**src/logic/acore_macros.svh**
```systemverilog
`ifndef ACORE_MACROS_SVH
`define ACORE_MACROS_SVH

// slices per emulator word
`define ACORE_NTI 16

// phase interpolator groups, four slices each
`define ACORE_NOUT 4

// PI control code width
`define ACORE_NPI 4

// ADC magnitude width
`define ACORE_NADC 8

// channel pulse response length, cursor plus three post-cursors
`define ACORE_NTAPS 4

// signed line sample width
`define ACORE_SAMPLE_W 12

`endif

```
**src/logic/channel_pack.sv**
```systemverilog
`include "acore_macros.svh"

package channel_pack;

    // signed pulse response coefficient
    typedef logic signed [7:0] tap_t;

    // index 0 is the cursor, then the post-cursors in order
    localparam tap_t [0:`ACORE_NTAPS-1] channel_taps = {
        8'sd64,
        8'sd24,
        -8'sd12,
        8'sd6
    };

endpackage

```
**src/logic/const_pack.sv**
```systemverilog
`include "acore_macros.svh"

package const_pack;

    // signed line sample out of the channel model
    typedef logic signed [`ACORE_SAMPLE_W-1:0] sample_t;

    // interpolator code, 0 is the on-time sample
    typedef logic [`ACORE_NPI-1:0] pi_code_t;

    // unsigned ADC magnitude, saturated at full scale
    typedef logic [`ACORE_NADC-1:0] adc_mag_t;

endpackage

```
**src/logic/adc_slice.sv**
```systemverilog
`timescale 1ns/10ps
`include "acore_macros.svh"

module adc_slice (
    input logic emu_clk,
    input logic rst,
    input const_pack::sample_t sample,
    input logic in_valid,
    output const_pack::adc_mag_t mag,
    output logic sign_bit,
    output logic out_valid
);
    import const_pack::*;

    // unsigned, so the most negative sample still fits
    logic [`ACORE_SAMPLE_W-1:0] abs_val;
    adc_mag_t sat_mag;
    logic over_range;

    assign abs_val = sample[`ACORE_SAMPLE_W-1] ? -sample : sample;
    assign over_range = |abs_val[`ACORE_SAMPLE_W-1:`ACORE_NADC];

    // clip to full scale
    assign sat_mag = over_range ? '1 : abs_val[`ACORE_NADC-1:0];

    always_ff @(posedge emu_clk) begin
        if (rst) begin
            mag <= '0;
            sign_bit <= 1'b0;
            out_valid <= 1'b0;
        end else begin
            out_valid <= in_valid;
            if (in_valid) begin
                mag <= sat_mag;
                // zero counts as positive
                sign_bit <= ~sample[`ACORE_SAMPLE_W-1];
            end
        end
    end
endmodule

```
**src/logic/analog_core.sv**
```systemverilog
`timescale 1ns/10ps
`include "acore_macros.svh"

module analog_core (
    input logic emu_clk,
    input logic rst,
    input logic [`ACORE_NTI-1:0] rx_inp,
    input logic rx_valid,
    input const_pack::pi_code_t ctl_pi [`ACORE_NOUT-1:0],
    output const_pack::adc_mag_t adder_out [`ACORE_NTI-1:0],
    output logic [`ACORE_NTI-1:0] sign_out,
    output logic out_valid
);
    import const_pack::*;

    localparam int SLICES_PER_GROUP = `ACORE_NTI / `ACORE_NOUT;

    typedef pi_code_t pi_ctl_t [`ACORE_NOUT-1:0];

    // index 0 holds y[-1], index k+1 holds y[k]
    sample_t filt_samples [`ACORE_NTI:0];
    logic filt_valid;

    pi_ctl_t ctl_dly;

    sample_t interp_samples [`ACORE_NTI-1:0];
    logic [`ACORE_NOUT-1:0] interp_valid;

    channel_filter channel_filter_i (
        .emu_clk(emu_clk),
        .rst(rst),
        .rx_inp(rx_inp),
        .rx_valid(rx_valid),
        .samples(filt_samples),
        .samples_valid(filt_valid)
    );

    // codes wait one cycle to line up with the filter register
    // the valid tag matches filt_valid and is not needed here
    pipe_delay #(
        .payload_t(pi_ctl_t),
        .DEPTH(1)
    ) ctl_delay_i (
        .emu_clk(emu_clk),
        .rst(rst),
        .in_data(ctl_pi),
        .in_valid(rx_valid),
        .out_data(ctl_dly),
        .out_valid()
    );

    for (genvar g = 0; g < `ACORE_NOUT; g++) begin : gen_pi
        sample_t grp_in [SLICES_PER_GROUP:0];
        sample_t grp_out [SLICES_PER_GROUP-1:0];

        // neighbour sample plus the group's own four
        for (genvar m = 0; m <= SLICES_PER_GROUP; m++) begin : gen_in
            assign grp_in[m] = filt_samples[SLICES_PER_GROUP*g+m];
        end

        for (genvar m = 0; m < SLICES_PER_GROUP; m++) begin : gen_out
            assign interp_samples[SLICES_PER_GROUP*g+m] = grp_out[m];
        end

        phase_interp phase_interp_i (
            .emu_clk(emu_clk),
            .rst(rst),
            .samples_in(grp_in),
            .code(ctl_dly[g]),
            .in_valid(filt_valid),
            .samples_out(grp_out),
            .out_valid(interp_valid[g])
        );
    end

    for (genvar k = 0; k < `ACORE_NTI; k++) begin : gen_adc
        if (k == 0) begin : gen_lead
            // slice 0 carries the output strobe for the whole word
            adc_slice adc_slice_i (
                .emu_clk(emu_clk),
                .rst(rst),
                .sample(interp_samples[k]),
                .in_valid(interp_valid[k/SLICES_PER_GROUP]),
                .mag(adder_out[k]),
                .sign_bit(sign_out[k]),
                .out_valid(out_valid)
            );
        end else begin : gen_rest
            adc_slice adc_slice_i (
                .emu_clk(emu_clk),
                .rst(rst),
                .sample(interp_samples[k]),
                .in_valid(interp_valid[k/SLICES_PER_GROUP]),
                .mag(adder_out[k]),
                .sign_bit(sign_out[k]),
                .out_valid()
            );
        end
    end
endmodule

```
**src/logic/channel_filter.sv**
```systemverilog
`timescale 1ns/10ps
`include "acore_macros.svh"

module channel_filter (
    input logic emu_clk,
    input logic rst,
    input logic [`ACORE_NTI-1:0] rx_inp,
    input logic rx_valid,
    output const_pack::sample_t samples [`ACORE_NTI:0],
    output logic samples_valid
);
    import const_pack::*;
    import channel_pack::*;

    localparam int NHIST = `ACORE_NTAPS - 1;

    // last bits of the previous accepted word, zero acts as -1
    logic [NHIST-1:0] bit_hist;

    // history below the new word, so bit k of the word sits at k + NHIST
    logic [`ACORE_NTI+NHIST-1:0] bit_ext;

    sample_t fir_y [`ACORE_NTI-1:0];
    sample_t tap_ext;

    assign bit_ext = {rx_inp, bit_hist};

    // bipolar bits against the pulse response
    always_comb begin
        tap_ext = '0;
        for (int k = 0; k < `ACORE_NTI; k++) begin
            fir_y[k] = '0;
            for (int j = 0; j < `ACORE_NTAPS; j++) begin
                tap_ext = sample_t'(channel_taps[j]);
                if (bit_ext[k+NHIST-j]) begin
                    fir_y[k] = fir_y[k] + tap_ext;
                end else begin
                    fir_y[k] = fir_y[k] - tap_ext;
                end
            end
        end
    end

    always_ff @(posedge emu_clk) begin
        if (rst) begin
            bit_hist <= '0;
            samples_valid <= 1'b0;
            for (int k = 0; k <= `ACORE_NTI; k++) begin
                samples[k] <= '0;
            end
        end else begin
            samples_valid <= rx_valid;
            if (rx_valid) begin
                bit_hist <= rx_inp[`ACORE_NTI-1 -: NHIST];
                // y[-1] is the last sum of the previous word, zero after reset
                samples[0] <= samples[`ACORE_NTI];
                for (int k = 0; k < `ACORE_NTI; k++) begin
                    samples[k+1] <= fir_y[k];
                end
            end
        end
    end
endmodule

```
**src/logic/phase_interp.sv**
```systemverilog
`timescale 1ns/10ps
`include "acore_macros.svh"

module phase_interp (
    input logic emu_clk,
    input logic rst,
    input const_pack::sample_t samples_in [4:0],
    input const_pack::pi_code_t code,
    input logic in_valid,
    output const_pack::sample_t samples_out [3:0],
    output logic out_valid
);
    import const_pack::*;

    // weights need one bit above the code plus a sign bit
    localparam int WW = `ACORE_NPI + 2;
    localparam int WB = `ACORE_SAMPLE_W + WW;
    localparam logic signed [WW-1:0] FULL_WEIGHT = WW'(1 << `ACORE_NPI);

    logic signed [WW-1:0] w_prev;
    logic signed [WW-1:0] w_now;
    logic signed [WB-1:0] blend [3:0];

    assign w_prev = {2'b00, code};
    assign w_now = FULL_WEIGHT - w_prev;

    // samples_in[i] is the neighbour of slice i, samples_in[i+1] the slice itself
    always_comb begin
        for (int i = 0; i < 4; i++) begin
            blend[i] = w_now * samples_in[i+1] + w_prev * samples_in[i];
        end
    end

    always_ff @(posedge emu_clk) begin
        if (rst) begin
            out_valid <= 1'b0;
            for (int i = 0; i < 4; i++) begin
                samples_out[i] <= '0;
            end
        end else begin
            out_valid <= in_valid;
            if (in_valid) begin
                // arithmetic shift gives the floor of the division
                for (int i = 0; i < 4; i++) begin
                    samples_out[i] <= sample_t'(blend[i] >>> `ACORE_NPI);
                end
            end
        end
    end
endmodule

```
**src/logic/pipe_delay.sv**
```systemverilog
`timescale 1ns/10ps

module pipe_delay #(
    parameter type payload_t = logic,
    parameter int DEPTH = 1
) (
    input logic emu_clk,
    input logic rst,
    input payload_t in_data,
    input logic in_valid,
    output payload_t out_data,
    output logic out_valid
);
    payload_t data_q [DEPTH];
    logic [DEPTH-1:0] valid_q;

    // payload moves only along with its valid tag, bubbles leave it in place
    always_ff @(posedge emu_clk) begin
        if (in_valid) begin
            data_q[0] <= in_data;
        end
        for (int i = 1; i < DEPTH; i++) begin
            if (valid_q[i-1]) begin
                data_q[i] <= data_q[i-1];
            end
        end
    end

    always_ff @(posedge emu_clk) begin
        if (rst) begin
            valid_q <= '0;
        end else begin
            valid_q[0] <= in_valid;
            for (int i = 1; i < DEPTH; i++) begin
                valid_q[i] <= valid_q[i-1];
            end
        end
    end

    assign out_data = data_q[DEPTH-1];
    assign out_valid = valid_q[DEPTH-1];
endmodule

```
**config.mk**
```make
export PLATFORM = sky130hd
export DESIGN_NAME = analog_core
export DESIGN_NICKNAME = d
export VERILOG_FILES = /design/src/logic/channel_pack.sv /design/src/logic/const_pack.sv /design/src/logic/adc_slice.sv /design/src/logic/analog_core.sv /design/src/logic/channel_filter.sv /design/src/logic/phase_interp.sv /design/src/logic/pipe_delay.sv
export VERILOG_INCLUDE_DIRS = /design/src /design/src/logic
export SDC_FILE = /design/constraint.sdc
export NUM_CORES = 2
export LEC_CHECK = 0
export ABC_AREA = 1
export CAP_MARGIN = 20
export CORE_AREA = 2 2 469 354
export CTS_CLUSTER_DIAMETER = 60
export DETAILED_ROUTE_END_ITERATION = 6
export DIE_AREA = 0 0 471 356
export DONT_BUFFER_PORTS = 1
export GPL_ROUTABILITY_DRIVEN = 0
export HOLD_SLACK_MARGIN = 0.06
export PLACE_DENSITY = 0.75
export SLEW_MARGIN = 0
export SYNTH_ARGS = -nofsm -noshare
export SYNTH_HDL_FRONTEND = slang
export SYNTH_HIERARCHICAL = 1
export SYNTH_SLANG_ARGS = --single-unit
export TNS_END_PERCENT = 20
```
**constraint.sdc**
```tcl
create_clock -name emu_clk -period 7.9 [get_ports emu_clk]
set_input_delay 1.185 -clock emu_clk [delete_from_list [all_inputs] [get_ports emu_clk]]
set_output_delay 1.185 -clock emu_clk [all_outputs]
set_load 0.005 [all_outputs]
```
==> flow_summary.yaml <==
run_status:
  status: "completed"
sta:
  setup_viol: 0
  skew_ps: 40.6
  grt_setup_unrepaired: "no"
  final_hold_viol_count: 0
  drv_slew: 0
  slew_headroom_pct: 26.5
  setup-tns-final_ps: 0
  min_period_over_period_pct: 85.3
  whs_ps: 527
  tightest_slew_ps: 1100
  period_needed_ps: 6740
  max_freq_ghz: 0.148
yosys:
  syn_inst: 13773
  avgSynthCellArea_um2: 7.05
  yosysWarnings: 6
  synth_area_mm2: 0.0970
finish:
  nets: 15751
  fin_util_pct: 61.3
  area_delta_synth_final_pct: 3.47
  fillers: 14506
  drive_gt1_share_pct: 3.85
  finish.instance_area_mm2: 0.100
floorplanning:
  pin_count: 180
  rows: 129
  die_w_um: 471
  die_h_um: 356
  start_util_pct: 59.3
  die_area_mm2: 0.168
  coreArea_mm2: 0.164
drt:
  vias_per_cell: 5.29
  drtAntennaViolNets: 0
  drt-initial-drc-count: 7607
  drc: 0
  post_drt_wl_per_cell_um: 16.4
  dr.pass1.iters: 7
  vias: 82879
  wirelength_um: 256000
placement:
  port-buffer-count: 0
  place_area_mm2: 0.0978
  hpwlAfterDp_um: 200000
cts:
  cts_buffers: 77
  clock_path_buffers: 3
  cts.clk_slew.worst_paths_ps: 60
  cts_tree: "built"
  cts_max_level: 3
  clock_latency_ps: 710
  post_cts_resized: 0
  postCtsHoldBufs: 0
  cts_root_buffer: "clkbuf_16"
  post_cts_buffers: 0
  clock_sinks: 521
worst_setup_path:
  crit_type: "reg2reg"
  end_kind: "flop"
  cp-start-kind: "flop"
  r2r-start: "ctl_delay_i/data_q[0][0]"
  r2r_cells: 24
  cp_max_fo: 60
  crit_start: "ctl_delay_i/data_q[0][0]"
  worstPathArrival_ps: 7330
  crit_required_ps: 8490
worst_hold_path:
  hp-class: "reg2reg"
  holdCritStartpoint: "gen_pi[0].phase_interp_i/samples_out[5]"
  hold_depth: 2
power_and_ir_drop:
  finalPower_mw: 25.1
  irDropWorstVdd_mv: 0.224
  power.internal_mw: 11.3
  power_density_mw_per_mm2: 250
  switching_power_mw: 13.7
  p_leak_nw: 60.1
  pwr-share-comb_pct: 70.9
  seq_power_share_pct: 14.8
  netSwitchingFraction_pct: 54.7
  clkPwrFrac_pct: 14.3
global_route:
  grt_pass1_wl_um: 422000
  grt_pass1_vias: 83333
  grt_use_total_pct: 30.8
  grt_max_degree: 229
  antenna_found_initial: 10
  overflow: 0
job:
  drv_cap: 0
flip-flops by register name (all words and copies together) (netlist names):
signal                                  count
gen_adc.gen_rest.adc_slice_i/mag          120
gen_adc.gen_lead.adc_slice_i/sign_bit       1
channel_filter_i/samples                  160
channel_filter_i/bit_hist                   3
ctl_delay_i/data_q                         16
channel_filter_i/samples_valid              1
gen_adc.gen_lead.adc_slice_i/mag            8
gen_adc.gen_rest.adc_slice_i/sign_bit      15
gen_pi.phase_interp_i/samples_out         192
gen_pi.phase_interp_i/out_valid             4
gen_adc.gen_lead.adc_slice_i/out_valid      1
worst max-delay path, cell delays in order (launching register included):
cell	delay, ps
edfxtp_1	350
buf_4	630
nor2_1	150
nand3_1	120
nand2_2	230
inv_1	110
buf_4	450
nand2_1	140
fa_1	510
fa_1	520
inv_1	50
fa_1	480
fa_1	550
inv_1	50
fa_1	530
inv_1	50
ha_1	370
a21oi_1	340
o21ai_0	160
a211oi_1	450
nand2_1	90
nand2_1	70
nand3_1	60
nand2_1	90
inv_1	40
power by group through the flow:
stage,sequential (mW),clock [mW],combinational [mW]
global placement,3.71,0,16.7
finish,3.70,3.59,17.8
CTS,3.67,3.65,17.4
global route,3.74,3.75,20.2
floorplan,3.28,0,13.4
detailed placement,3.72,0,17.3
cell usage in the layout, fill, tap and decap left out, types with 18 or more instances in the layout:
cell type,instances
inv_1,3799
nand2_1,3062
fa_1,1323
nor2_1,1033
ha_1,960
dfxtp_1,503
nand3_1,495
o21ai_0,493
a21oi_1,478
xor2_1,233
nor3_1,105
xnor2_1,101
clkbuf_16,82
nand2_2,65
buf_4,62
nor2_2,60
o211ai_1,50
nand4_1,47
o21ai_2,39
o21bai_1,34
a21o_1,32
a211oi_1,32
nand3_2,31
a21oi_2,27
a21boi_0,26
or2_2,25
nand3b_1,21
o21ai_1,20
nor2_4,20
clkinv_1,20
inv_2,18
path summary, 6_finish.rpt:
kind                                                                 end  slack (ps)
worst max-delay path            gen_pi[0].phase_interp_i/samples_out[34]        1160
worst min-delay path             gen_pi[0].phase_interp_i/samples_out[5]         530
worst max register to register  gen_pi[0].phase_interp_i/samples_out[34]        1160
worst min register to register   gen_pi[0].phase_interp_i/samples_out[5]         530
metrics by stage:
stage	worst slack (ps)	std cells
2_1_floorplan	1900	13789
3_3_place_gp	1490	15513
3_5_place_dp	1360	15513
4_1_cts	1330	15654
5_1_grt	794	15661
6_report	1160	15664
per-layer routing:
| layer | global-route usage [%] | part of all wire, % | wire [µm] |
|---|---|---|---|
| met1 | 43.1 | 43 | 111000 |
| met2 | 48.2 | 44 | 112000 |
| met3 | 6.36 | 9.8 | 25200 |
| met4 | 9.40 | 3.2 | 8260 |
| met5 | 0 | 0.0051 | 13 |
layout make-up:
| class | instances | area [µm²] | area share [%] |
|---|---|---|---|
| multi-input combinational | 8928 | 69500 | 69.3 |
| inverter | 3839 | 14400 | 14.4 |
| sequential | 521 | 10600 | 10.6 |
| tap | 2161 | 2700 | 2.69 |
| clock buffer | 96 | 2170 | 2.17 |
| timing repair buffer | 65 | 520 | 0.518 |
| clock inverter | 45 | 437 | 0.435 |
| antenna | 9 | 22.5 | 0.0224 |
Note: power is estimated with default switching activity, not from simulation.
